===== config.mk =====
export PLATFORM = sky130hd
export DESIGN_NAME = mem_req_queue
export DESIGN_NICKNAME = d
export VERILOG_FILES = /design/src/rtl/mem_pipe_pkg.sv /design/src/rtl/mem_req_queue.sv
export SDC_FILE = /design/constraint.sdc
export NUM_CORES = 1
export LEC_CHECK = 0
export ABC_CLOCK_PERIOD_IN_PS = 4400
export BUFFER_PORTS_ARGS = -buffer_cell sky130_fd_sc_hd__buf_2
export CAP_MARGIN = 15
export CORE_ASPECT_RATIO = 0.75
export CORE_MARGIN = 1.5
export CORE_UTILIZATION = 35
export CTS_CLUSTER_SIZE = 24
export DETAILED_ROUTE_END_ITERATION = 7
export GPL_TIMING_DRIVEN = 0
export PLACE_DENSITY = 0.54
export SYNTH_ARGS = -nofsm -noshare
export SYNTH_HDL_FRONTEND = slang
export SYNTH_SLANG_ARGS = --single-unit

===== constraint.sdc =====
create_clock -name clk_i -period 4.4 [get_ports clk_i]
set_clock_uncertainty 0.15 [all_clocks]
set_input_delay 0.88 -clock clk_i [delete_from_list [all_inputs] [get_ports clk_i]]
set_output_delay 0.88 -clock clk_i [all_outputs]
set_load 0.005 [all_outputs]

===== src/rtl/mem_pipe_pkg.sv =====
/*
 * Shared definitions for the load/store pipe.
 * Holds the memory opcode and fault encodings, the datapath widths
 * and the small decode helpers used by the address and data stages.
 * Modules refer to everything here with mem_pipe_pkg:: scoped names.
 */

package mem_pipe_pkg;

  localparam int DWORD_W    = 64;
  localparam int REG_ADDR_W = 5;
  localparam int EADDR_W    = 64;

  typedef enum logic [3:0] {
    e_op_lb,
    e_op_lh,
    e_op_lw,
    e_op_ld,
    e_op_lbu,
    e_op_lhu,
    e_op_lwu,
    e_op_sb,
    e_op_sh,
    e_op_sw,
    e_op_sd
  } mem_op_e;

  typedef enum logic [1:0] {
    e_fault_none       = 2'd0,
    e_fault_misaligned = 2'd1,
    e_fault_access     = 2'd2
  } mem_fault_e;

  // log2 of the access size in bytes
  function automatic logic [1:0] op_size(mem_op_e op);
    unique case (op)
      e_op_lb, e_op_lbu, e_op_sb: return 2'd0;
      e_op_lh, e_op_lhu, e_op_sh: return 2'd1;
      e_op_lw, e_op_lwu, e_op_sw: return 2'd2;
      default:                    return 2'd3;
    endcase
  endfunction

  function automatic logic op_is_store(mem_op_e op);
    return (op == e_op_sb) || (op == e_op_sh) || (op == e_op_sw) || (op == e_op_sd);
  endfunction

  // Zero-extending loads
  function automatic logic op_is_unsigned(mem_op_e op);
    return (op == e_op_lbu) || (op == e_op_lhu) || (op == e_op_lwu);
  endfunction

endpackage

===== src/rtl/mem_req_queue.sv =====
/*
 * Request queue between the address stage and the data stage.
 * Circular buffer of QUEUE_DEPTH entries; the head is visible the cycle
 * after a write. Every pop returns one credit to the address stage in
 * the same cycle, so writes never find the queue full.
 */

`timescale 1ns/1ps

module mem_req_queue #(
  parameter int QUEUE_DEPTH = 4
) (
  input  logic                                 clk_i,
  input  logic                                 rst_n_i,

  input  logic                                 req_v_i,
  input  mem_pipe_pkg::mem_op_e                req_op_i,
  input  logic [mem_pipe_pkg::REG_ADDR_W-1:0]  req_rd_i,
  input  logic [mem_pipe_pkg::EADDR_W-1:0]     req_addr_i,
  input  logic [mem_pipe_pkg::DWORD_W-1:0]     req_data_i,
  input  mem_pipe_pkg::mem_fault_e             req_fault_i,

  output logic                                 head_v_o,
  output mem_pipe_pkg::mem_op_e                head_op_o,
  output logic [mem_pipe_pkg::REG_ADDR_W-1:0]  head_rd_o,
  output logic [mem_pipe_pkg::EADDR_W-1:0]     head_addr_o,
  output logic [mem_pipe_pkg::DWORD_W-1:0]     head_data_o,
  output mem_pipe_pkg::mem_fault_e             head_fault_o,

  input  logic                                 pop_i,
  output logic                                 credit_o
);

  localparam int PTR_W = (QUEUE_DEPTH > 1) ? $clog2(QUEUE_DEPTH) : 1;
  localparam int CNT_W = $clog2(QUEUE_DEPTH + 1);

  mem_pipe_pkg::mem_op_e                op_q    [QUEUE_DEPTH];
  logic [mem_pipe_pkg::REG_ADDR_W-1:0]  rd_q    [QUEUE_DEPTH];
  logic [mem_pipe_pkg::EADDR_W-1:0]     addr_q  [QUEUE_DEPTH];
  logic [mem_pipe_pkg::DWORD_W-1:0]     data_q  [QUEUE_DEPTH];
  mem_pipe_pkg::mem_fault_e             fault_q [QUEUE_DEPTH];

  logic [PTR_W-1:0] wr_ptr;
  logic [PTR_W-1:0] rd_ptr;
  logic [CNT_W-1:0] count;
  logic             do_pop;

  assign head_v_o     = (count != '0);
  assign do_pop       = pop_i & head_v_o;
  assign credit_o     = do_pop;

  assign head_op_o    = op_q[rd_ptr];
  assign head_rd_o    = rd_q[rd_ptr];
  assign head_addr_o  = addr_q[rd_ptr];
  assign head_data_o  = data_q[rd_ptr];
  assign head_fault_o = fault_q[rd_ptr];

  always_ff @(posedge clk_i)
  begin
    if (!rst_n_i)
    begin
      wr_ptr <= '0;
      rd_ptr <= '0;
      count  <= '0;
    end
    else
    begin
      if (req_v_i)
        wr_ptr <= (wr_ptr == PTR_W'(QUEUE_DEPTH - 1)) ? '0 : wr_ptr + 1'b1;
      if (do_pop)
        rd_ptr <= (rd_ptr == PTR_W'(QUEUE_DEPTH - 1)) ? '0 : rd_ptr + 1'b1;
      if (req_v_i && !do_pop)
        count <= count + 1'b1;
      else if (do_pop && !req_v_i)
        count <= count - 1'b1;
    end
  end

  // Entry storage
  always_ff @(posedge clk_i)
  begin
    if (req_v_i)
    begin
      op_q[wr_ptr]    <= req_op_i;
      rd_q[wr_ptr]    <= req_rd_i;
      addr_q[wr_ptr]  <= req_addr_i;
      data_q[wr_ptr]  <= req_data_i;
      fault_q[wr_ptr] <= req_fault_i;
    end
  end

endmodule


**After elaboration in Yosys (flattened, before gate mapping)**

Memories as Yosys holds them, arrays and structs flattened. A register that Yosys moved wholly into a read port is not among the register bits.
Index checks and enable logic that the tools add are counted.

- Flip-flop bits (word level): 7
- Bits in writable memories: 556
- Bits of input ports: 143
- Output and inout port bits: 141
- Word-level logic and storage cells: 37
- Memories: 5

- Add/subtract/negate cells: 4
- Eq/ne operators: 2
- Multiplexer cells: 16
- Bitwise operators: 1
- Reductions and logical operators: 6

Memory list:

| name | words | width | rd ports | clocked after memory_dff | wr ports | RTL line | RTL |
|---|---|---|---|---|---|---|---|
| addr_q | 4 | 64 | 1 | 1 | 1 | mem_req_queue.sv:39 | `logic [mem_pipe_pkg::EADDR_W-1:0] addr_q [QUEUE_DEPTH];` |
| data_q | 4 | 64 | 1 | 1 | 1 | mem_req_queue.sv:40 | `logic [mem_pipe_pkg::DWORD_W-1:0] data_q [QUEUE_DEPTH];` |
| rd_q | 4 | 5 | 1 | 1 | 1 | mem_req_queue.sv:38 | `logic [mem_pipe_pkg::REG_ADDR_W-1:0] rd_q [QUEUE_DEPTH];` |
| op_q | 4 | 4 | 1 | 1 | 1 | mem_req_queue.sv:37 | `mem_pipe_pkg::mem_op_e op_q [QUEUE_DEPTH];` |
| fault_q | 4 | 2 | 1 | 1 | 1 | mem_req_queue.sv:41 | `mem_pipe_pkg::mem_fault_e fault_q [QUEUE_DEPTH];` |

Operators by type and width:

| operator | number |
|---|---|
| two-way mux 2 bit | 12 |
| two-way mux 3 bit | 2 |
| adder 2 x 1 -> 2 bit, second input constant | 2 |
| equality test 2 bit, second input constant | 2 |
| adder 3 x 1 -> 3 bit, second input constant | 1 |
| nonzero test 3 bit | 1 |
| subtractor 3 x 1 -> 3 bit, second input constant | 1 |
| logical AND 1 bit | 2 |
| zero test 1 bit | 2 |
| two-way mux 1 bit | 2 |
| nonzero test 2 bit | 1 |
| bitwise AND 1 bit | 1 |

**Logic depth before layout (Yosys ltp)**

- Word-level depth: 5
- Mapped depth: 7
- Gate-level depth less buffers: 7

**Worst setup path after synthesis**

No wires, ideal clock.

- Path kind: input to register
- From: input port req_v_i
- To: memory addr_q[0][0] (netlist name) (enable)
- Library setup time: 514 ps
- Data arrival time: 4058 ps
- Data required time: 3736 ps
- Slack: -322 ps
- Cell stages on the path: 1
- Buffers on the path: 0
- Cell sequence: and2_1

- Longest elaborated chain between the ends: 2

RTL lines:

| what | RTL line | RTL |
|---|---|---|
| from (decl) | mem_req_queue.sv:16 | `input logic req_v_i,` |
| two-way mux 1 bit | mem_req_queue.sv:82 | `if (req_v_i)` |
| two-way mux 1 bit (not written as such) | mem_req_queue.sv:86 | `addr_q[wr_ptr] <= req_addr_i;` |
| to (decl) | mem_req_queue.sv:39 |  |

Every way passes these cells.

==> results by stage <==
Yosys:
- The share of Yosys cell area claimed by the top area cell type is 81.3%.
- The mapped cell area is 20500 um^2.
- The share of async-settable or async-resettable flops after synthesis is 0%.
- The most area-hungry cell type in the Yosys netlist is sky130_fd_sc_hd__edfxtp_1.
- After synthesis, flip-flops and latches occupy about 82% of the total area.
- The predominant post-synthesis flop cell is sky130_fd_sc_hd__edfxtp_1.
- The net count after synthesis is 922.
- In this run, synthesis produced a sequential element count of 565.
- Yosys attributes the largest share of cell area to sky130_fd_sc_hd__edfxtp_1 81%, sky130_fd_sc_hd__mux4_2 15%, sky130_fd_sc_hd__dfxtp_1 0.88%, sky130_fd_sc_hd__buf_6 0.77%, sky130_fd_sc_hd__ha_1 0.37%.
- The number of synthesized flops with an enable pin is 556.
- The post-synthesis average cell area is 26.6 um^2.
- Synthesis produced 772 cells.
- For this run, the number of Yosys warnings is 0.
- The count of unique library cells instantiated by Yosys is 23.

Global routing:
- Entering global routing, the biggest net connects 51 pins.
- The number of global-route vias before repair was 9833.
- The residual overflow from global routing is 0.
- The total routing usage reported by global routing is around 14%.
- The number of antenna violations at the first check in global routing came to 10.
- The wire length of the first global-routing pass is 62.2 mm.

Power:
- The peak supply drop is 290 uV.
- After layout, the design draws a total of 13.6 mW.
- The static power due to leakage is around 8.4 nW.
- The power per cell area is around 540 nW/um^2.

CTS:
- The H-tree was split into 2 levels.
- TritonCTS built the clock tree.
- The clock net in this run drives a total of 565 sinks.
- The number of buffers added for setup after CTS is 0.
- The library cell used as clock root buffer is sky130_fd_sc_hd__clkbuf_16.
- Clock-pin slew was measured on the worst setup and hold paths at around 60 ps.
- The clock passes through at most 3 buffers.
- The TritonCTS buffer count is 56.
- The hold buffer count at CTS is 0.
- The number of gates resized after CTS is 0.
- The latest clock arrival within the worst-skew pair is 580 ps.

Floorplanning:
- The total die area is between 60000 and 70000 um^2.
- Measured along the x axis, the die boundary spans 283 um.
- The standard cell core area is 57700 um^2.
- For this design the top-level I/O count stands at 284.
- The initial cell density of the core is between 30 and 40%.
- The chip height is 213 um.
- The number of placement rows is 76.

Worst setup path:
- Counting both buffers and inverters, the worst setup path holds a total of 3.
- The highest net fanout along the worst path is 10.
- The slowest cell on the critical path is sky130_fd_sc_hd__clkbuf_1.
- The critical path startpoint category is a flip-flop.
- Data on the critical path is required at its endpoint by around 3400 ps.
- The critical path's largest stage delay is 800 ps.
- Broken down by cell family, the worst path's largest delay share belongs to buffers and inverters.
- STA classifies the critical path endpoint as a primary output.
- Walking the worst path, the cells encountered are clkbuf_1 > buf_2 > mux4_2 > buf_2.
- The critical setup path kind is reg2out.
- The cell that appears most often on the critical path is sky130_fd_sc_hd__buf_2.
- The critical path data arrival time is 2780 ps.

Timing:
- The count of pins over their slew limit was 0.
- The post-route clock period utilization is 86.5%.
- The headroom to the max-slew limit is 29.7%.
- The final count of negative-setup-slack endpoints is 0.
- The shortest clock period the worst path allows after layout is between 3000 and 4000 ps.
- The hold violation count in the final report is 0.
- Setup repair after global routing left no endpoint under its margin.
- The slew at the pin closest to its max-slew limit is 1050 ps.
- Static timing analysis puts the maximum clock frequency at 263 MHz.

Final layout:
- The final-stage net count is about 1.3k.
- The ratio of cells with drive above 1 in the final layout is a little under half.
- The area growth from synthesis to layout is 22.1%.
- The number of fill cells is 4962.
- Leaving out filler cells and counting taps, the final layout contains approximately 2.0k.

Place:
- At the end of routability-driven placement, the weighted congestion stood at 0.684.
- Once detailed placement completed, the half-perimeter wirelength came to 25.7 mm.
- After detailed placement, the design holds a cell count of between 1.5k and 2k.
- The number of buffer cells added on primary ports is around 280.

Routing:
- Summing over every cut layer, the via total after detailed routing is 9178.
- Once detail routing completed, the nets flagged for antenna violations numbered 0.
- The remaining routing DRC violations is 0.
- The routed length per placed instance is 21.4 um.
- The average vias per placed instance is about 4.7.
- The DRC violation total after the first TritonRoute iteration is between 500 and 600.
- The number of detailed-route iterations in the first pass is 4.
- The routed design has 41.8 mm of wire.

Flow run:
- The count of maximum capacitance violations is 0.

Run status:
- The run finished with clean final reports.

Hold path:
- The min-delay analysis places its worst path in the category in2reg.
flip-flops by register name (all words and copies together), names as in the netlist, named ones only:
name / cells
data_q: 256
op_q: 16
fault_q: 8
count: 3
addr_q: 256
rd_ptr: 2
wr_ptr: 2
rd_q: 20
layout by cell type (no fill, tap or decap):
cell type                    count
sky130_fd_sc_hd__a21boi_0        1
sky130_fd_sc_hd__and2_1          1
sky130_fd_sc_hd__and2_4          4
sky130_fd_sc_hd__buf_1           2
sky130_fd_sc_hd__buf_12          1
sky130_fd_sc_hd__buf_16         10
sky130_fd_sc_hd__buf_2         295
sky130_fd_sc_hd__buf_4           2
sky130_fd_sc_hd__buf_6          14
sky130_fd_sc_hd__bufinv_16       7
sky130_fd_sc_hd__clkbuf_1        9
sky130_fd_sc_hd__clkbuf_16      57
sky130_fd_sc_hd__clkinv_1       10
sky130_fd_sc_hd__clkinv_2       15
sky130_fd_sc_hd__clkinv_4        3
sky130_fd_sc_hd__clkinvlp_4      2
sky130_fd_sc_hd__dfxtp_1         9
sky130_fd_sc_hd__diode_2         6
sky130_fd_sc_hd__edfxtp_1      556
sky130_fd_sc_hd__fa_1            1
sky130_fd_sc_hd__ha_1            6
sky130_fd_sc_hd__inv_1           4
sky130_fd_sc_hd__inv_6           1
sky130_fd_sc_hd__mux2i_1         3
sky130_fd_sc_hd__mux4_2        139
sky130_fd_sc_hd__nand2_1         2
sky130_fd_sc_hd__nand3_1         2
sky130_fd_sc_hd__nor2_1          2
sky130_fd_sc_hd__nor2b_1         3
sky130_fd_sc_hd__o21ai_0         3
sky130_fd_sc_hd__o31ai_1         1
sky130_fd_sc_hd__or3_1           2
sky130_fd_sc_hd__xnor2_1         1
sky130_fd_sc_hd__xor2_1          1
synth_stat cells (all sizes together) (2+ instances only):
library cell,n
mux2i,3
nand3,2
nor2,2
nor2b,3
dfxtp,9
mux4,139
or3,2
buf,30
and2,5
nand2,2
inv,4
edfxtp,556
ha,6
o21ai,3
cells by family (layout without fill, tap and decap cells):
family                     Yosys count  in the layout  synth area share [%]
buffers and inverters               35            432                  1.26
adders and majority gates            7              7                 0.463
and+or+nand+nor                     16             16                 0.427
muxes                              142            142                  15.4
other                                0              6                     0
xor gates and xnor gates             2              2                0.0854
DFF                                565            565                  82.2
AOI/OAI and AO/OA                    5              5                 0.146
where the power goes:
part / leakage, nW / switching [mW] / internal, mW / total (mW)
registers: 5.18 / 0.0610 / 6.18 / 6.24
logic: 2.28 / 1.22 / 1.34 / 2.56
clock network: 0.902 / 1.98 / 2.78 / 4.76
layer usage:
metal	vias to the layer above	global-route usage, %	routed length [um]
met1	4817	18.8	18200
met2	207	22.1	19800
met5	-	0	72
met3	67	4.41	2860
met4	12	3.74	823
li1	4075	-	-
path summary, 6_finish.rpt:
check | depth (start not counted) | to | slack (ps) | from
worst max-delay path | 4 | head_addr_o[11] | 590 | flip-flop
worst min-delay path | 1 | data_q[3][10] | 350 | req_data_i[10]
worst max register to register | 7 | count[2] | 1760 | count[1]
worst min register to register | 2 | count[2] | 370 | count[2]
stage by stage:
| stage | cell area, um^2 | setup TNS [ps] | hold slack, ps | utilization [%] | worst slack (ps) |
|---|---|---|---|---|---|
| global placement | 22900 | -339360 | 340 | 39.7 | -652 |
| CTS | 25100 | 0 | 304 | 43.4 | 370 |
| global route | 25100 | 0 | 323 | 43.4 | 393 |
| finish | 25100 | 0 | 352 | 43.4 | 592 |
| floorplan | 20500 | 0 | 323 | - | 1220 |
| detailed placement | 23200 | 0 | 357 | 40.2 | 1020 |
final cells by class:
cell class	instances	area (um^2)	share of cell area, %
diodes	6	15.0	0.0599
plain buffers	31	244	0.973
clock buffers	65	1460	5.81
clock inverters	38	373	1.49
inverters	4	15.0	0.0599
multi-input cells	172	3400	13.6
flip-flops and latches	565	16900	67.3
well taps	780	976	3.89
repair buffers	294	1710	6.83
worst register-to-register path, cell delays in order (launching register included):
cell	delay [ps]
sky130_fd_sc_hd__dfxtp_1	350
sky130_fd_sc_hd__o31ai_1	680
sky130_fd_sc_hd__ha_1	310
sky130_fd_sc_hd__inv_1	60
sky130_fd_sc_hd__fa_1	370
sky130_fd_sc_hd__xor2_1	180
sky130_fd_sc_hd__or3_1	300
sky130_fd_sc_hd__a21boi_0	170
(Power assumes the default switching activity.)
