<file path="src/rtl/mem_pipe_pkg.sv">
/*
 * Shared definitions for the load/store pipe.
 * Holds the memory opcode and fault encodings, the datapath widths
 * and the small decode helpers used by the address and data stages.
 * Modules refer to everything here with mem_pipe_pkg:: scoped names.
 */

package mem_pipe_pkg;

  localparam int DWORD_W    = 64;
  localparam int REG_ADDR_W = 5;
  localparam int EADDR_W    = 64;

  typedef enum logic [3:0] {
    e_op_lb,
    e_op_lh,
    e_op_lw,
    e_op_ld,
    e_op_lbu,
    e_op_lhu,
    e_op_lwu,
    e_op_sb,
    e_op_sh,
    e_op_sw,
    e_op_sd
  } mem_op_e;

  typedef enum logic [1:0] {
    e_fault_none       = 2'd0,
    e_fault_misaligned = 2'd1,
    e_fault_access     = 2'd2
  } mem_fault_e;

  // log2 of the access size in bytes
  function automatic logic [1:0] op_size(mem_op_e op);
    unique case (op)
      e_op_lb, e_op_lbu, e_op_sb: return 2'd0;
      e_op_lh, e_op_lhu, e_op_sh: return 2'd1;
      e_op_lw, e_op_lwu, e_op_sw: return 2'd2;
      default:                    return 2'd3;
    endcase
  endfunction

  function automatic logic op_is_store(mem_op_e op);
    return (op == e_op_sb) || (op == e_op_sh) || (op == e_op_sw) || (op == e_op_sd);
  endfunction

  // Zero-extending loads
  function automatic logic op_is_unsigned(mem_op_e op);
    return (op == e_op_lbu) || (op == e_op_lhu) || (op == e_op_lwu);
  endfunction

endpackage
</file>
<file path="src/rtl/mem_agu.sv">
/*
 * Address stage of the load/store pipe.
 * Forms the effective address from rs1 and the immediate, decodes the
 * access size and flags misaligned and out-of-range accesses.
 * Owns the credit counter toward the request queue; in_ready_o is high
 * while a credit remains and the request is presented one cycle later.
 */

`timescale 1ns/1ps

module mem_agu #(
  parameter int MEM_WORDS   = 64,
  parameter int QUEUE_DEPTH = 4
) (
  input  logic                                 clk_i,
  input  logic                                 rst_n_i,

  input  logic                                 in_v_i,
  output logic                                 in_ready_o,
  input  mem_pipe_pkg::mem_op_e                in_op_i,
  input  logic [mem_pipe_pkg::REG_ADDR_W-1:0]  in_rd_i,
  input  logic [mem_pipe_pkg::DWORD_W-1:0]     in_rs1_i,
  input  logic [mem_pipe_pkg::DWORD_W-1:0]     in_imm_i,
  input  logic [mem_pipe_pkg::DWORD_W-1:0]     in_rs2_i,

  input  logic                                 credit_i,

  output logic                                 req_v_o,
  output mem_pipe_pkg::mem_op_e                req_op_o,
  output logic [mem_pipe_pkg::REG_ADDR_W-1:0]  req_rd_o,
  output logic [mem_pipe_pkg::EADDR_W-1:0]     req_addr_o,
  output logic [mem_pipe_pkg::DWORD_W-1:0]     req_data_o,
  output mem_pipe_pkg::mem_fault_e             req_fault_o
);

  localparam int CNT_W = $clog2(QUEUE_DEPTH + 1);
  localparam logic [mem_pipe_pkg::EADDR_W-1:0] MEM_BYTES = MEM_WORDS * 8;

  logic [CNT_W-1:0]                    credits;
  logic                                accept;
  logic [mem_pipe_pkg::EADDR_W-1:0]    eaddr;
  logic [1:0]                          size;
  logic [2:0]                          align_mask;
  mem_pipe_pkg::mem_fault_e            fault;

  assign in_ready_o = (credits != '0);
  assign accept     = in_v_i & in_ready_o;

  always_comb
  begin
    eaddr      = in_rs1_i + in_imm_i;
    size       = mem_pipe_pkg::op_size(in_op_i);
    align_mask = 3'((4'd1 << size) - 4'd1);
    // Misalignment takes priority over the range check
    if ((eaddr[2:0] & align_mask) != 3'd0)
      fault = mem_pipe_pkg::e_fault_misaligned;
    else if (eaddr >= MEM_BYTES)
      fault = mem_pipe_pkg::e_fault_access;
    else
      fault = mem_pipe_pkg::e_fault_none;
  end

  always_ff @(posedge clk_i)
  begin
    if (!rst_n_i)
    begin
      credits <= CNT_W'(QUEUE_DEPTH);
      req_v_o <= 1'b0;
    end
    else
    begin
      req_v_o <= accept;
      if (accept && !credit_i)
        credits <= credits - 1'b1;
      else if (credit_i && !accept)
        credits <= credits + 1'b1;
    end
  end

  always_ff @(posedge clk_i)
  begin
    if (accept)
    begin
      req_op_o    <= in_op_i;
      req_rd_o    <= in_rd_i;
      req_addr_o  <= eaddr;
      req_data_o  <= in_rs2_i;
      req_fault_o <= fault;
    end
  end

endmodule

</file>
<file path="config.mk">
export PLATFORM = sky130hd
export DESIGN_NAME = mem_agu
export DESIGN_NICKNAME = d
export VERILOG_FILES = /design/src/rtl/mem_pipe_pkg.sv /design/src/rtl/mem_agu.sv
export SDC_FILE = /design/constraint.sdc
export NUM_CORES = 1
export LEC_CHECK = 0
export ABC_CLOCK_PERIOD_IN_PS = 5200
export BUFFER_PORTS_ARGS = -buffer_cell sky130_fd_sc_hd__buf_2
export CORE_MARGIN = 10
export CORE_UTILIZATION = 30
export CTS_BUF_LIST = sky130_fd_sc_hd__clkbuf_16
export CTS_CLUSTER_DIAMETER = 30
export CTS_CLUSTER_SIZE = 16
export DETAILED_ROUTE_END_ITERATION = 7
export HOLD_SLACK_MARGIN = 0.05
export PLACE_DENSITY_LB_ADDON = 0.12
export SLEW_MARGIN = 20
export SYNTH_ARGS = -nofsm -noshare
export SYNTH_HDL_FRONTEND = slang
export SYNTH_SLANG_ARGS = --single-unit
</file>
<file path="constraint.sdc">
create_clock -name clk_i -period 5.2 [get_ports clk_i]
set_input_delay 0 -clock clk_i [delete_from_list [all_inputs] [get_ports clk_i]]
set_output_delay 0 -clock clk_i [all_outputs]
set_load 0.01 [all_outputs]
</file>
## Word-level counts from Yosys, hierarchy flattened

Memory sizes are Yosys's and may differ from the RTL's.
Index checks and enable logic that the tools add are counted.

| word-level totals | value |
|---|---|
| register bits | 143 |
| ROM bits | 32 |
| input port bits | 205 |
| output and inout port bits | 141 |
| word-level logic and storage cells | 26 |
| memories | 1 |

Memory list:

| memory | depth | bits a word | read ports | clocked after memory_dff | write ports | RTL line | RTL |
|---|---|---|---|---|---|---|---|
| (no name shown) | 16 | 2 | 1 | 0 | 0 | mem_pipe_pkg.sv:36 | `unique case (op)` |

| operators by class | value |
|---|---|
| add/sub/neg operators | 4 |
| magnitude comparators | 1 |
| shift operators | 1 |
| mux-type cells | 3 |
| bitwise logic cells | 2 |
| reductions and logical operators | 7 |

Operators by type and width:

| kind | count |
|---|---|
| $add A64 B64 Y64 | 1 |
| $ge A64 B10 Y1 const B | 1 |
| $mux W3 | 2 |
| $reduce_bool A3 Y1 | 2 |
| $sub A3 B1 Y3 const B | 2 |
| $add A3 B1 Y3 const B | 1 |
| $and A3 B3 Y3 | 1 |
| $shl A1 B2 Y3 const A | 1 |
| $logic_and A1 B1 Y1 | 2 |
| $logic_not A1 Y1 | 2 |
| $mux W2 | 1 |
| $reduce_bool A2 Y1 | 1 |
| $and A1 B1 Y1 | 1 |

## Depth between registers and ports, before layout

Gate-level depths: netlist of run 1.

| depth | value |
|---|---|
| word-level depth | 6 |
| depth in mapped cells | 14 |
| gate-level depth less buffers | 14 |

## Worst setup path after synthesis of run 1

Ideal clock, no wire load.

| timing path | value |
|---|---|
| kind | reg-to-reg |
| start point | reg credits[0] |
| end point | reg credits[2] |
| library setup time | 62 ps |
| arrival | 5,318 ps |
| data required time | 5,138 ps |
| path slack | -180 ps |
| stages on the path, launching flop included | 9 |
| cell sequence | dfxtp_1 -> or3_1 -> and2_1 -> ha_1 -> inv_1 -> fa_1 -> xor2_1 -> or3_1 -> nand3_1 |

| on the way | value |
|---|---|
| longest elaborated chain between the ends | 5 |
| elaborated cells between the ends (all ways) | 10 |
| those cells by class | add/sub: 2; mux: 2; bitwise: 1; reduce/logical: 5 |

Ends and longest elaborated chain:

| item | RTL line | RTL |
|---|---|---|
| start: declaration | mem_agu.sv:39 | `logic [CNT_W-1:0] credits;` |
| start signal: assignment | mem_agu.sv:67 | `credits <= CNT_W'(QUEUE_DEPTH);` |
| start signal: assignment | mem_agu.sv:74 | `credits <= credits - 1'b1;` |
| start signal: assignment | mem_agu.sv:76 | `credits <= credits + 1'b1;` |
| $reduce_bool A3 Y1 (*) | mem_agu.sv:46 | `assign in_ready_o = (credits != '0);` |
| named net in_ready_o | mem_agu.sv:19 | `output logic in_ready_o,` |
| $and A1 B1 Y1 (*) | mem_agu.sv:47 | `assign accept = in_v_i & in_ready_o;` |
| named net accept | mem_agu.sv:40 | `logic accept;` |
| $logic_not A1 Y1 | mem_agu.sv:75 | `else if (credit_i && !accept)` |
| $logic_and A1 B1 Y1 | mem_agu.sv:75 |  |
| $reduce_bool A2 Y1 (no source line) | -- |  |

The timed path passes the listed nets; every way through them passes the cells marked *. The select of a mux whose other input is x is not followed.
A chain may end at the register's enable or synchronous reset.

## Worst setup path in the final report of run 1

| timing path | value |
|---|---|
| start point | in in_imm_i[0] (netlist name) |
| end point | reg req_fault_o[1] (data pin) |

| on the way | value |
|---|---|
| longest elaborated chain between the ends | 3 |
| elaborated cells between the ends (all ways) | 5 |
| those cells by class | add/sub: 1; order compare: 1; mux: 1; bitwise: 1; reduce/logical: 1 |

Ends and longest elaborated chain:

| item | RTL line | RTL |
|---|---|---|
| start: declaration | mem_agu.sv:23 | `input logic [mem_pipe_pkg::DWORD_W-1:0] in_imm_i,` |
| $add A64 B64 Y64 | mem_agu.sv:51 | `eaddr = in_rs1_i + in_imm_i;` |
| named net eaddr (one bit) | mem_agu.sv:41 | `logic [mem_pipe_pkg::EADDR_W-1:0] eaddr;` |
| $ge A64 B10 Y1 | mem_agu.sv:57 | `else if (eaddr >= MEM_BYTES)` |
| $mux W2 | mem_agu.sv:57 |  |
| end signal: assignment | mem_agu.sv:88 | `req_fault_o <= fault;` |
| end: declaration | mem_agu.sv:33 | `output mem_pipe_pkg::mem_fault_e req_fault_o` |

The timed path passes the listed nets, and every way through them passes these cells.

==> results of run 1 <==
sequential cells by signal, indices dropped and copies added (netlist names):
name / flops
req_fault_o: 2
credits: 3
req_rd_o: 5
req_data_o: 64
req_addr_o: 64
req_v_o: 1
req_op_o: 4
through the flow:
| step | cell area [um2] | util [%] |
|---|---|---|
| floorplan | 8580 | - |
| global placement | 10700 | 38.0 |
| detailed placement | 10700 | 38.0 |
| CTS | 12000 | 43.0 |
| global route | 12000 | 43.0 |
| finish | 12000 | 43.0 |
power breakdown:
group / switching [uW] / internal (uW)
combinational: 669 / 423
clock: 570 / 689
sequential: 50.4 / 1470
worst paths after layout:
kind / slack, ns / startpoint / cells after the start / end
setup / recovery: 0.98 / in_imm_i[0] / 16 / req_fault_o[1]$_SDFFCE_PP0P_
setup reg to reg: 2.54 / credits[0]$_SDFFE_PN0P_ / 8 / credits[2]$_SDFFE_PN1P_
hold reg to reg: 0.51 / credits[2]$_SDFFE_PN1P_ / 2 / credits[2]$_SDFFE_PN1P_
hold / removal: 0.08 / in_imm_i[3] / 3 / req_addr_o[3]$_DFFE_PP_
cells by family after synthesis:
| group | count (synthesis) | share of synthesized area, % |
|---|---|---|
| xor gates and xnor gates | 61 | 6.23 |
| buffers and inverters | 54 | 2.58 |
| and+or+nand+nor | 235 | 13.6 |
| adders and majority gates | 66 | 9.80 |
| muxes | 3 | 0.364 |
| AOI/OAI and AO/OA | 239 | 17.9 |
| DFF | 143 | 49.6 |
metal layers:
metal  track usage (%)  part of all wire (%)  up-vias
li1                  -                     -     3887
met1              22.4                    42     3804
met2              31.6                    50      321
met3              3.95                   7.1       12
met4              3.91                  0.80        0
met5                 0                     0        -
final cells by class:
class | count | area, um2 | share of cell area [%]
flip-flops and latches | 143 | 4250 | 35.4
multi-input cells | 604 | 4110 | 34.1
repair buffers | 425 | 2520 | 21.0
well taps | 378 | 473 | 3.93
clock buffers | 17 | 425 | 3.54
clock inverters | 15 | 170 | 1.41
inverters | 21 | 78.8 | 0.655
tightest hold or removal path, stage by stage:
cell                      delay [ns]
sky130_fd_sc_hd__buf_2          0.08
sky130_fd_sc_hd__ha_1           0.18
sky130_fd_sc_hd__xnor2_1        0.14
cell usage in the layout (no fill, tap or decap), types with 4 or more instances in the layout:
cell type | Yosys | final
sky130_fd_sc_hd__o21ai_1 | 16 | 16
sky130_fd_sc_hd__xnor2_1 | 37 | 37
sky130_fd_sc_hd__a211o_1 | 4 | 4
sky130_fd_sc_hd__a21o_1 | 21 | 21
sky130_fd_sc_hd__nor3_1 | 15 | 15
sky130_fd_sc_hd__o211ai_1 | 9 | 9
sky130_fd_sc_hd__a21oi_1 | 78 | 78
sky130_fd_sc_hd__nand4_1 | 19 | 19
sky130_fd_sc_hd__xor2_1 | 24 | 24
sky130_fd_sc_hd__inv_1 | 21 | 21
sky130_fd_sc_hd__ha_1 | 64 | 64
sky130_fd_sc_hd__dfxtp_1 | 4 | 4
sky130_fd_sc_hd__a211oi_1 | 4 | 4
sky130_fd_sc_hd__and4_1 | 7 | 7
sky130_fd_sc_hd__clkbuf_16 | 0 | 17
sky130_fd_sc_hd__nor4_1 | 6 | 6
sky130_fd_sc_hd__or3_1 | 8 | 8
sky130_fd_sc_hd__nand3_1 | 20 | 20
sky130_fd_sc_hd__nand2_1 | 66 | 66
sky130_fd_sc_hd__dlygate4sd3_1 | 0 | 78
sky130_fd_sc_hd__o21bai_1 | 7 | 7
sky130_fd_sc_hd__a31oi_1 | 14 | 14
sky130_fd_sc_hd__buf_2 | 3 | 345
sky130_fd_sc_hd__edfxtp_1 | 139 | 139
sky130_fd_sc_hd__nor2_1 | 55 | 55
sky130_fd_sc_hd__and2_1 | 9 | 8
sky130_fd_sc_hd__a221oi_1 | 4 | 4
sky130_fd_sc_hd__inv_6 | 0 | 4
sky130_fd_sc_hd__o21ai_0 | 39 | 39
sky130_fd_sc_hd__o21a_1 | 8 | 8
sky130_fd_sc_hd__inv_8 | 0 | 6
sky130_fd_sc_hd__nor2b_1 | 6 | 6
sky130_fd_sc_hd__or4_1 | 7 | 7
sky130_fd_sc_hd__and3_1 | 6 | 6
repair_timing:
action	CTS	global route
setup endpoints to repair	0	0
endpoints found under the hold margin	78	0
hold buffers	78	0
==> results by stage, run 1 <==
Worst setup path:
- The number of buffers and inverters on the critical path is 3.
- For the worst setup path, the data required time is 5.34 ns.
- STA classifies the critical path startpoint as an input port.
- The largest stage delay on the critical path is 0.53 ns.
- The kind of cell adding the most delay to the critical path is simple AND/OR/NAND/NOR gates.
- The slowest stage cell on the critical path is sky130_fd_sc_hd__dlygate4sd3_1.
- The element type at the critical path end is a flop.
- Along the worst path, the maximum fanout reaches 6.
- The arrival time at the worst endpoint is 4.36 ns.
- Walking the worst path, the cells encountered are dlygate4sd3_1 > buf_2 > ha_1 > inv_1 > fa_1 > nor2b_1 > o2111ai_1 > a21oi_1 > o2111ai_1 > a21oi_1 > nor2_1 > xnor2_1 > or4_1 > nor4_1 > and4_1 > a41oi_1.
- The critical path in this run is classified as input port to flop.

Placed design:
- Prior to clock tree synthesis, the placed netlist has a worst setup slack of 0.848 ns.
- During placement, the flow inserted port buffers numbering 345.
- Counting tap cells, the placed design contains a total of 1,493 instances.
- The half-perimeter wire length after detailed placement is 27.7 mm.
- At the end of routability-driven placement, the weighted congestion stood at 0.873.

Power:
- The standby leakage power is 0.00511 uW.
- The worst IR drop on VDD is 0.179 mV.
- Power spread over the standard cell area amounts to 321 mW/mm2.
- The completed layout was analyzed and its total power is 3870 uW.

STA:
- Setup violations remaining at the end of the flow were counted as 0.
- At the pin with the least slew margin, the transition time is 0.812 ns.
- The worst path uses 81.2% of the clock period.
- The worst path needs 4.22 ns of the cycle, external delays included.
- The worst setup margin is 0.978 ns.
- Static timing analysis puts the maximum clock frequency at 237 MHz.
- Clock skew on the completed layout was measured at 0.0103 ns.
- The worst relative slew slack is 45.8%.
- The final number of hold-violating endpoints came to 0.
- The minimum hold slack is 0.0843 ns.
- The setup TNS is 0 ns.
- The final max-slew violation count is 0.
- Setup repair after global routing left no endpoint under its margin.

Floorplan:
- For this design the top-level I/O count stands at 346.
- The die covers 0.0358 mm2.
- The die outline width is 189 um.
- The core region area is 0.0280 mm2.
- The total number of placement rows is 61.
- The initial core utilization is 30.6%.
- The height of the die is 189 um.

Synthesis:
- The number of synthesized flops with an enable pin is 139.
- In the synthesized netlist the async set-or-reset flop fraction comes to 0%.
- By count the netlist is led by sky130_fd_sc_hd__edfxtp_1, sky130_fd_sc_hd__a21oi_1, sky130_fd_sc_hd__nand2_1, sky130_fd_sc_hd__ha_1, sky130_fd_sc_hd__nor2_1.
- The synthesized design spends more area on one cell type than any other, namely sky130_fd_sc_hd__edfxtp_1.
- The share of the Yosys chip area taken by registers is 49.6%.
- The number of nets in the synthesized netlist is 1,072.
- The summed instance area of the synthesized netlist is 0.00858 mm2.
- The library cell with the highest instance count after synthesis is sky130_fd_sc_hd__edfxtp_1.
- After synthesis, the netlist uses 65 different library cells.
- For this run, the leading register cell type out of synthesis is sky130_fd_sc_hd__edfxtp_1.
- In this run the biggest area consumer among cell types represents 48.6% of the synthesized area.
- Sorting the synthesized cells by area gives the leading types as sky130_fd_sc_hd__edfxtp_1, sky130_fd_sc_hd__ha_1, sky130_fd_sc_hd__a21oi_1, sky130_fd_sc_hd__xnor2_1, sky130_fd_sc_hd__nand2_1.
- After synthesis, the mean cell area works out to 10.7 um2.
- The number of instances in the synthesized netlist is 801.
- The Yosys step of the flow raised 0 warnings.
- The number of synthesized register bits is 143.

Route:
- In the routed design, unresolved DRC markers number 0.
- The post-detailed-route via-to-cell ratio is 5.01.
- The post-detailed-route count of antenna-violating nets is 0.
- After detailed routing, the average wire length per cell comes to 21.2 um.
- After detailed routing, the total wire length is 34.0 mm.
- Across all layers, the routed design uses 8,024 vias.
- After the first detailed-routing iteration, the DRC count stood at 578.
- The first TritonRoute pass finished after 5 iterations.

Clock tree:
- The level count of the clock H-tree is 4.
- After clock tree synthesis, the setup repair step added 0 buffers.
- The later-pin clock latency in the skew report is 0.42 ns.
- The clock passes through at most 2 buffers.
- The TritonCTS clock tree is done.
- Once the clock tree was built, the resizer swapped 0 gates to a different size.
- The clock net in this run drives a total of 143 sinks.
- The number of clock buffers inserted by TritonCTS is 17.
- The cell chosen for the clock root is sky130_fd_sc_hd__clkbuf_16.
- The clock transition at the registers of the reported paths is 0.07 ns.

Hold path:
- The path class of the lowest-slack min-delay path is input port to flop.

Finish:
- The number of cells in the finished layout apart from fillers is 1,603.
- The final-layout fill cell count is 2,756.
- The number of antenna diodes in the final layout is 0.
- In the final layout, the share of cells above drive strength 1 is 31.8%.
- At the end of the flow, the number of nets in the layout was 1,483.
- The synthesis-to-finish area growth is 40.2%.

Global routing:
- The via count of the first global-routing pass is 8,226.
- The leftover overflow at the end of global routing is 0.
- The global-route wire length before repair is 50.3 mm.
- The number of antenna violations at the first check in global routing is 0.
- Global routing consumed, over all layers together, 18.1% of the routing resources.
- The pin count of the biggest net entering global routing is 58.

Outcome:
- The flow ran to the end, and the final reports show no timing, DRC or antenna violations.

Job:
- The max-capacitance violation count is 0.
Note: power is estimated with default switching activity, not from simulation.
==> inputs of run 2 (changes only) <==
- ABC_AREA: not set -> 1
- ABC_CLOCK_PERIOD_IN_PS: 5200 -> 3700
- clock period: 5.2 -> 3.7 ns (I/O delays scaled with it)
==> run 2 against run 1 <==
Count of clock-buffer cells in the layout stayed put. Clock power is 32% higher. Global-route usage is 1.6 points higher. Critical endpoint unchanged. Highest routed layer unchanged.
==> results by stage, run 2 <==
Route:
- The iteration count of the initial detailed-routing pass came to 6 (+1).
- The remaining routing DRC violations is 0 (unchanged).
- The routed length per placed instance is 17.7 um (-17%).
- The post-detailed-route via-to-cell ratio is 4.47 (-11%).
- The detailed router used layers up to and including met4.
- The detailed-route wire length on metal 1 is 20.5 mm (+42%).
- The post-detailed-routing wire length is 45.1 mm (+33%).
- The total length of routed met2 wires was 20.5 mm (+21%).
- The via total after detailed routing was 11,391 (+42%).
- The post-detailed-route count of antenna-violating nets came to 0 (unchanged).
- The total met3 wirelength after detailed routing was 2.89 mm (+19%).
- The number of DRC markers after the initial detailed-route iteration is 791 (+37%).

Placed design:
- The half-perimeter wire length after detailed placement is 39.0 mm (+41%).
- The number of buffers added on ports is 345 (unchanged).
- The weighted congestion at the end of routability-driven global placement came to 0.969 (+11%).

Power:
- The total power came to 5460 uW (+41%).
- The switching power summed over all nets is 1860 uW (+45%).
- The standby leakage power is 0.00821 uW (+61%).
- The power share of the clock group is 30.4% (-2.1 points).
- The worst IR drop on VDD is 0.284 mV (+58%).
- The total power density per cell area is 372 mW/mm2 (+16%).
- The proportion of power drawn by flip-flops and latches came to 37.7% (-1.5 points).
- The internal power is 3600 uW (+40%).
- The switching part of the total is 34.1% (+0.80 points).
- The proportion of power drawn by combinational gates came to 32.0% (+3.8 points).

Synthesis:
- The post-synthesis sequential area ratio is 38.8% (-11 points).
- The share of the synthesized netlist area taken by xor and xnor gates is 1.28% (-4.9 points).
- The summed instance area of the synthesized netlist is 0.0110 mm2 (+28%).
- The number of different library cells in the post-synthesis netlist is 30 (-54%).
- The dominant combinational cell family by area after synthesis is simple AND/OR/NAND/NOR gates.
- The cell type contributing the most total cell area after synthesis is sky130_fd_sc_hd__edfxtp_1.
- The async set or reset register ratio after synthesis was 0% (unchanged).
- Among all cell types in the netlist, the one instantiated most often is sky130_fd_sc_hd__nand2_1.
- Yosys attributes the largest share of cell area to sky130_fd_sc_hd__edfxtp_1, sky130_fd_sc_hd__nand2_1, sky130_fd_sc_hd__inv_1, sky130_fd_sc_hd__ha_1, sky130_fd_sc_hd__nor2_1.
- The count of synthesis-stage warnings from yosys is 0 (unchanged).
- The fraction of the mapped netlist area in adder cells was 7.66% (-2.1 points).
- The simple-gate share of the synthesized area was 35.7% (+22 points).
- The number of synthesized flops with an enable pin is 139 (unchanged).
- The compound-gate portion of the synthesized area is 3.07% (-15 points).
- The mux contribution to synthesized area came to 0% (-0.36 points).
- Among all flip-flop cells after synthesis, the most frequent one is sky130_fd_sc_hd__edfxtp_1.
- The per-instance average area after synthesis is 6.73 um2 (-37%).
- The commonest cells after synthesis are sky130_fd_sc_hd__nand2_1, sky130_fd_sc_hd__inv_1, sky130_fd_sc_hd__edfxtp_1, sky130_fd_sc_hd__nor2_1, sky130_fd_sc_hd__ha_1.
- The synthesized net count is 1,901 (+77%).
- The number of instances in the synthesized netlist is 1,630 (+100%).
- The number of synthesized register bits is 143 (unchanged).
- The area fraction of the dominant cell type after synthesis came to 38.0% (-11 points).

Floorplan:
- The die outline width was 211 um (+12%).
- The total die area is 0.0446 mm2 (+25%).
- The I/O pin total is 346 (unchanged).
- The height of the die was 211 um (+12%).
- The initial core utilization came to 30.6% (about the same).
- The core region area is 0.0358 mm2 (+28%).
- The total number of placement rows is 69 (+13%).

STA:
- The transition time of the tightest slew-check pin is 0.746 ns (-0.0661 ns).
- The final critical-path required period is 3.13 ns.
- The worst relative slew slack is 50.2% (+4.4 points).
- Dividing the final minimum period by the clock period gives 84.6%.
- The highest clock frequency the design can meet is 320 MHz.
- The setup TNS is 0 ns (unchanged).
- Setup repair after global routing left no endpoint under its margin.
- The final max-slew violation count came to 0 (unchanged).
- The count of endpoints failing setup in the final report is 0 (unchanged).
- The final number of hold-violating endpoints came to 0 (unchanged).
- The clock tree skew after final layout is 0.0108 ns (+0.000491 ns).

Worst setup path:
- The reg-to-reg setup timing slack is 1.80 ns (-0.74 ns).
- The setup path with the least slack is of type input port to flop.
- The startpoint type of the worst setup path is an input port.
- The element type at the critical path end is a flop.
- The arrival time at the worst endpoint was 3.31 ns (-1.05 ns).
- In this run the critical register-to-register path is captured at credits[0]$_SDFFE_PN0P_.
- The length in cells of the worst reg-to-reg path is 7 (-1).
- The critical path required time is 3.88 ns (-1.46 ns).
- The peak fanout along the critical path is 3 (-3).
- The startpoint of the worst-slack reg-to-reg timing path is credits[0]$_SDFFE_PN0P_.

Global routing:
- The number of antenna violations at the first check in global routing is 1 (+1).
- The all-layer global routing usage is 19.7% (+1.6 points).
- The via count of the first global-routing pass is 11,221 (+36%).
- The global-route wire length before repair is 66.5 mm (+32%).
- The leftover overflow at the end of global routing is 0 (unchanged).
- The pin count of the biggest net entering global routing was 140 (+140%).

Finish:
- The largest registers in the layout are req_addr_o: 64 flops, req_data_o: 64 flops, req_rd_o: 5 flops.
- The most common cell after layout, fill and taps aside is sky130_fd_sc_hd__nand2_1.
- The final-layout fill cell count came to 3,784 (+37%).
- The final layout net count is 2,346 (+58%).
- Leaving out fill and tap cells, the most frequent cells in the layout are sky130_fd_sc_hd__nand2_1, sky130_fd_sc_hd__inv_1, sky130_fd_sc_hd__buf_2.
- The synthesis-to-finish area growth is 33.7%.
- The share of cells above drive strength 1 is 19.8% (-12 points).

Job:
- The max-capacitance violation count is 0 (unchanged).

Clock tree:
- The maximum number of buffers from clock root to sink was 2 (unchanged).
- The number of clock buffers inserted by TritonCTS is 17 (unchanged).
- The level count of the clock H-tree is 4 (unchanged).
- The buffer count from post-CTS setup fixing is 0 (unchanged).
- The number of buffers added to fix hold violations after cts came to 79 (+1.3%).
- The tree is rooted in a sky130_fd_sc_hd__clkbuf_16.
- The post-cts resize count came to 0 (unchanged).
- The later-pin clock latency in the skew report is 0.42 ns (about the same).
- The clock transition at the registers of the reported paths is 0.06 ns (about the same).
- TritonCTS built the clock tree.
- The number of sinks on the clock net was 143 (unchanged).

Hold path:
- The path class of the lowest-slack min-delay path is input port to flop.
- The worst hold path cell count was 5 (+2).
- The startpoint identified for the worst hold timing path is in_rs1_i[63].
- The worst hold path terminates at req_addr_o[63]$_DFFE_PP_.

Outcome:
- The flow ran to the end, and the final reports show no timing, DRC or antenna violations.
## run 2: cell count changes after synthesis, moves of 14 or more
cell / before / now
sky130_fd_sc_hd__o21ai_1: 16 / 0
sky130_fd_sc_hd__a21o_1: 21 / 1
sky130_fd_sc_hd__a31oi_1: 14 / 0
sky130_fd_sc_hd__inv_1: 21 / 387
sky130_fd_sc_hd__xor2_1: 24 / 8
sky130_fd_sc_hd__nor2_2: 0 / 16
sky130_fd_sc_hd__xnor2_1: 37 / 8
sky130_fd_sc_hd__nor2_1: 55 / 105
sky130_fd_sc_hd__nand2_1: 66 / 688
sky130_fd_sc_hd__o21ai_0: 39 / 5
sky130_fd_sc_hd__clkbuf_1: 28 / 0
sky130_fd_sc_hd__nand3_1: 20 / 52
sky130_fd_sc_hd__a21oi_1: 78 / 47
sky130_fd_sc_hd__nand3b_1: 0 / 23
## run 2: logic make-up after synthesis
family / Yosys count
adders and majority gates: 66
and+or+nand+nor: 948
buffers and inverters: 395
DFF: 143
xor gates and xnor gates: 16
AOI/OAI and AO/OA: 62
## run 2: how the worst max path moves through the flow
stage	start	slack (ns)	endpoint
floorplan	credits[0]$_SDFFE_PN0P_	0.11	credits[2]$_SDFFE_PN1P_
global placement	in_rs1_i[0]	0.62	req_fault_o[1]$_SDFFCE_PP0P_
detailed placement	in_rs1_i[0]	0.64	req_fault_o[1]$_SDFFCE_PP0P_
CTS	in_imm_i[0]	0.56	req_fault_o[1]$_SDFFCE_PP0P_
global route	in_imm_i[0]	0.32	req_fault_o[1]$_SDFFCE_PP0P_
finish	in_imm_i[0]	0.57	req_fault_o[1]$_SDFFCE_PP0P_
## run 2: through the flow
stage	setup WS, ns	util [%]	area [um2]	hold WS, ns	instances
5_1_grt	0.324	41.0	14700	0.0781	2550
4_1_cts	0.558	40.9	14700	0.0617	2549
3_3_place_gp	0.625	37.1	13300	0.177	2438
6_report	0.570	41.0	14700	0.0733	2550
2_1_floorplan	0.115	-	11000	0.0989	1630
3_5_place_dp	0.639	37.1	13300	0.178	2438
## run 2: metal layers
| layer | vias up | global-route usage (%) |
|---|---|---|
| met1 | 5100 | 25.8 |
| met3 | 56 | 3.47 |
| met2 | 382 | 32.0 |
| li1 | 5853 | - |
| met4 | 0 | 7.17 |
| met5 | - | 0 |
## run 2: cell type report
cell class	count	area (um2)	area share [%]
tap	461	577	3.93
antenna	1	2.50	0.0171
multi-input combinational	1092	5240	35.7
clock buffer	17	425	2.90
clock inverter	15	146	0.998
sequential	143	4250	29.0
timing repair buffer	426	2540	17.3
inverter	395	1480	10.1
## run 2: worst max-delay path: stages
cell and delay, ns:
sky130_fd_sc_hd__dlygate4sd3_1 0.53, sky130_fd_sc_hd__buf_2 0.10, sky130_fd_sc_hd__ha_1 0.30, sky130_fd_sc_hd__inv_1 0.09, sky130_fd_sc_hd__fa_1 0.42, sky130_fd_sc_hd__nor2_1 0.18, sky130_fd_sc_hd__nand3_1 0.09, sky130_fd_sc_hd__nand3_1 0.16
sky130_fd_sc_hd__nand2_1 0.07, sky130_fd_sc_hd__nand2_1 0.17, sky130_fd_sc_hd__nand2_1 0.11, sky130_fd_sc_hd__nand2_1 0.09, sky130_fd_sc_hd__nand2_1 0.14, sky130_fd_sc_hd__nand2_1 0.10, sky130_fd_sc_hd__nand2_1 0.05, sky130_fd_sc_hd__nand2_1 0.11
sky130_fd_sc_hd__nand2_1 0.09, sky130_fd_sc_hd__nor2_1 0.15, sky130_fd_sc_hd__nand2_1 0.07, sky130_fd_sc_hd__nor2_1 0.11, sky130_fd_sc_hd__nand3_1 0.08, sky130_fd_sc_hd__nand2_1 0.07, sky130_fd_sc_hd__inv_1 0.03
## run 2: power by group through the flow
stage	combinational, uW	clock (uW)	sequential [uW]
after CTS	1760	1720	2060
after global placement	1680	0	2090
after floorplan	856	0	2190
final	1750	1660	2060
after detailed placement	1680	0	2100
after global routing	1950	1780	2080
==> inputs of run 3 (changes only) <==
- ABC_CLOCK_PERIOD_IN_PS: 3700 -> 2800
- clock period: 3.7 -> 2.8 ns (I/O delays scaled with it)
==> run 3 against run 2 <==
First-iteration DRC count is 20% lower. Sequential power is 32% higher. Utilization is 1.3 points higher. Global-route usage hardly changed. Clock skew is 0.0016 ns higher. Worst hold slack better by 0.0080 ns. Flip-flop and latch count stayed put. Sequential share of layout area is 0.90 points lower. Highest routed layer unchanged.
==> results by stage, run 3 (same netlist as run 2, synthesis figures left out) <==
Outcome:
- The run finished with clean final reports.

STA:
- The minimum hold slack came to 0.0813 ns (+0.00799 ns).
- The highest clock frequency the design can meet is 395 MHz.
- The setup TNS is 0 ns (unchanged).
- The final critical-path required period is 2.53 ns.
- Setup repair after global routing left no endpoint under its margin.
- The final max-slew violation count is 0 (unchanged).
- The final number of hold-violating endpoints is 0 (unchanged).
- The worst relative slew slack is 55.7% (+5.5 points).
- The transition time of the tightest slew-check pin is 0.664 ns (-0.0826 ns).
- The ratio of final minimum period to clock period is 90.4%.
- The clock tree skew after final layout came to 0.0124 ns (+0.00158 ns).
- The count of endpoints failing setup in the final report is 0 (unchanged).

Floorplan:
- The height of the die came to 211 um (unchanged).
- The total number of placement rows is 69 (unchanged).
- The total die area is 0.0446 mm2 (unchanged).
- The initial core utilization is 30.6% (unchanged).
- The I/O pin total is 346 (unchanged).
- The core region area is 0.0358 mm2 (unchanged).
- The die outline width came to 211 um (unchanged).

Worst setup path:
- The slowest stage cell on the critical path is sky130_fd_sc_hd__ha_1.
- The element type at the critical path end is a flop.
- The arrival time at the worst endpoint is 2.71 ns (-0.60 ns).
- The combined buffer and inverter count along the critical path came to 3 (-1).
- The critical path is of the input port to flop type.
- The most used cell along the critical path is sky130_fd_sc_hd__nand2_1.
- The kind of cell adding the most delay to the critical path is simple AND/OR/NAND/NOR gates.
- The critical path goes through buf_2 > ha_1 > nand2_1 > buf_4 > nor2_1 > nand2_1 > nor2_2 > and2_1 > nand2_1 > nand2_1 > nand2_1 > nand2_1 > nand2_1 > nor2_1 > nand2_1 > nor2_1 > nand3_1 > nand2_1 > inv_1.
- The largest stage delay on the critical path is 0.46 ns (-0.07 ns).
- STA classifies the critical path startpoint as an input port.
- The peak fanout along the critical path is 4 (+1).
- The critical path required time is 2.98 ns (-0.90 ns).

Placed design:
- The placed instance area is 0.0138 mm2 (+3.5%).
- The half-perimeter wire length after detailed placement came to 39.6 mm (+1.4%).
- The number of buffers added on ports came to 345 (unchanged).
- The weighted congestion at the end of routability-driven global placement came to 0.890 (-8.2%).

Global routing:
- The all-layer global routing usage is 19.8% (+0.040 points).
- The global-route wire length before repair is 67.1 mm (+0.89%).
- The pin count of the biggest net entering global routing is 117 (-16%).
- The via count of the first global-routing pass is 11,393 (+1.5%).
- The number of antenna violations at the first check in global routing is 1 (unchanged).
- The leftover overflow at the end of global routing is 0 (unchanged).

Finish:
- The share of cells above drive strength 1 came to 22.3% (+2.5 points).
- The final layout net count was 2,406 (+2.6%).
- The utilization of the core after routing is 42.3% (+1.3 points).
- The final-layout fill cell count was 3,814 (+0.79%).
- The top cell types in the final layout, fill and taps aside, are sky130_fd_sc_hd__nand2_1, sky130_fd_sc_hd__inv_1, sky130_fd_sc_hd__buf_2.
- The multi-input logic area is 0.00526 mm2 (+0.29%).
- The largest registers in the layout are req_addr_o: 64 flops, req_data_o: 64 flops, req_rd_o: 5 flops.
- The area taken by flip-flops and latches is 0.00425 mm2 (unchanged).
- The synthesis-to-finish area growth is 38.0%.
- The post-route cell area is 0.0151 mm2 (+3.2%).
- The most common cell after layout, fill and taps aside is sky130_fd_sc_hd__nand2_1.

Route:
- The via total after detailed routing is 11,596 (+1.8%).
- The routed length per placed instance is 17.4 um (-1.8%).
- The iteration count of the initial detailed-routing pass is 5 (-1).
- The post-detailed-route via-to-cell ratio is 4.44 (-0.58%).
- The post-detailed-route count of antenna-violating nets was 0 (unchanged).
- The post-detailed-routing wire length is 45.4 mm (+0.59%).
- The remaining routing DRC violations came to 0 (unchanged).
- The number of DRC markers after the initial detailed-route iteration came to 636 (-20%).

Clock tree:
- TritonCTS built the clock tree.
- The clock transition at the registers of the reported paths is 0.07 ns (about the same).
- The maximum number of buffers from clock root to sink is 2 (unchanged).
- The number of sinks on the clock net is 143 (unchanged).
- The number of clock buffers inserted by TritonCTS is 17 (unchanged).
- The later-pin clock latency in the skew report came to 0.43 ns (about the same).
- The cell chosen for the clock root is sky130_fd_sc_hd__clkbuf_16.
- The buffer count from post-CTS setup fixing came to 0 (unchanged).
- The level count of the clock H-tree was 4 (unchanged).

Hold path:
- The path class of the lowest-slack min-delay path is input port to flop.

Power:
- The worst IR drop on VDD is 0.378 mV (+33%).
- The total power density per cell area was 485 mW/mm2 (+30%).
- The standby leakage power is 0.00849 uW (+3.5%).

Job:
- The max-capacitance violation count is 0 (unchanged).
[run 3: cell types whose count changed in the layout (fill, tap and decap cells not counted), moves of 2 or more]
cell / previous run / this run
sky130_fd_sc_hd__buf_4: 1 / 62
sky130_fd_sc_hd__inv_1: 389 / 387
sky130_fd_sc_hd__inv_6: 3 / 5
sky130_fd_sc_hd__inv_8: 0 / 3
[run 3: metal layers]
layer  routed length [um]  share of wire [%]  GRT usage (%)  vias up
li1                     -                  -              -     5974
met1                21200                 47           26.3     5220
met2                20800                 46           32.8      371
met3                 2820                6.2           3.50       31
met4                  537                1.2           4.30        0
met5                    0                  0              0        -
[run 3: worst register-to-register path: stages, from the launching register on]
cell and delay, ns:
sky130_fd_sc_hd__dfxtp_1 0.31, sky130_fd_sc_hd__inv_1 0.08, sky130_fd_sc_hd__nand3_1 0.14, sky130_fd_sc_hd__and2_4 0.40, sky130_fd_sc_hd__ha_4 0.18, sky130_fd_sc_hd__inv_1 0.06
sky130_fd_sc_hd__fa_1 0.39, sky130_fd_sc_hd__nor2_1 0.11, sky130_fd_sc_hd__nor2_1 0.06, sky130_fd_sc_hd__a21boi_0 0.14, sky130_fd_sc_hd__o21ai_0 0.10
[run 3: cell type report]
type	count	share of cell area, %
inverters	395	9.79
diodes	2	0.0330
clock inverters	15	0.991
well taps	461	3.81
multi-input cells	1092	34.7
repair buffers	486	19.8
flip-flops and latches	143	28.1
clock buffers	17	2.81
[run 3: repair_timing]
| item | CTS | global route |
|---|---|---|
| resized for setup | 0 | 1 |
| hold endpoints to repair | 78 | 0 |
| hold buffers | 78 | 0 |
| endpoints found under the setup margin | 0 | 1 |
[run 3: final timing paths]
check / startpoint / to / slack, ns / cells past startpoint
max: in_rs1_i[42] / req_fault_o[1]$_SDFFCE_PP0P_ / 0.27 / 19
min: in_imm_i[8] / req_addr_o[8]$_DFFE_PP_ / 0.08 / 3
max reg2reg: credits[0]$_SDFFE_PN0P_ / credits[2]$_SDFFE_PN1P_ / 0.71 / 10
min reg2reg: credits[2]$_SDFFE_PN1P_ / credits[2]$_SDFFE_PN1P_ / 0.50 / 2
[run 3: power by group]
group / internal [uW] / switching [uW] / leakage (uW) / total [uW]
Clock: 1250 / 961 / 0.000271 / 2210
Sequential: 2660 / 59.1 / 0.00138 / 2720
Combinational: 893 / 1520 / 0.00684 / 2410
[run 3: stage by stage]
| stage | power, uW | worst slack [ns] | instances |
|---|---|---|---|
| floorplan | 4020 | 0.0582 | 1630 |
| global placement | 5080 | -0.384 | 2499 |
| detailed placement | 5090 | -0.270 | 2499 |
| CTS | 7420 | 0.172 | 2609 |
| global route | 7770 | 0.0723 | 2610 |
| finish | 7340 | 0.268 | 2611 |
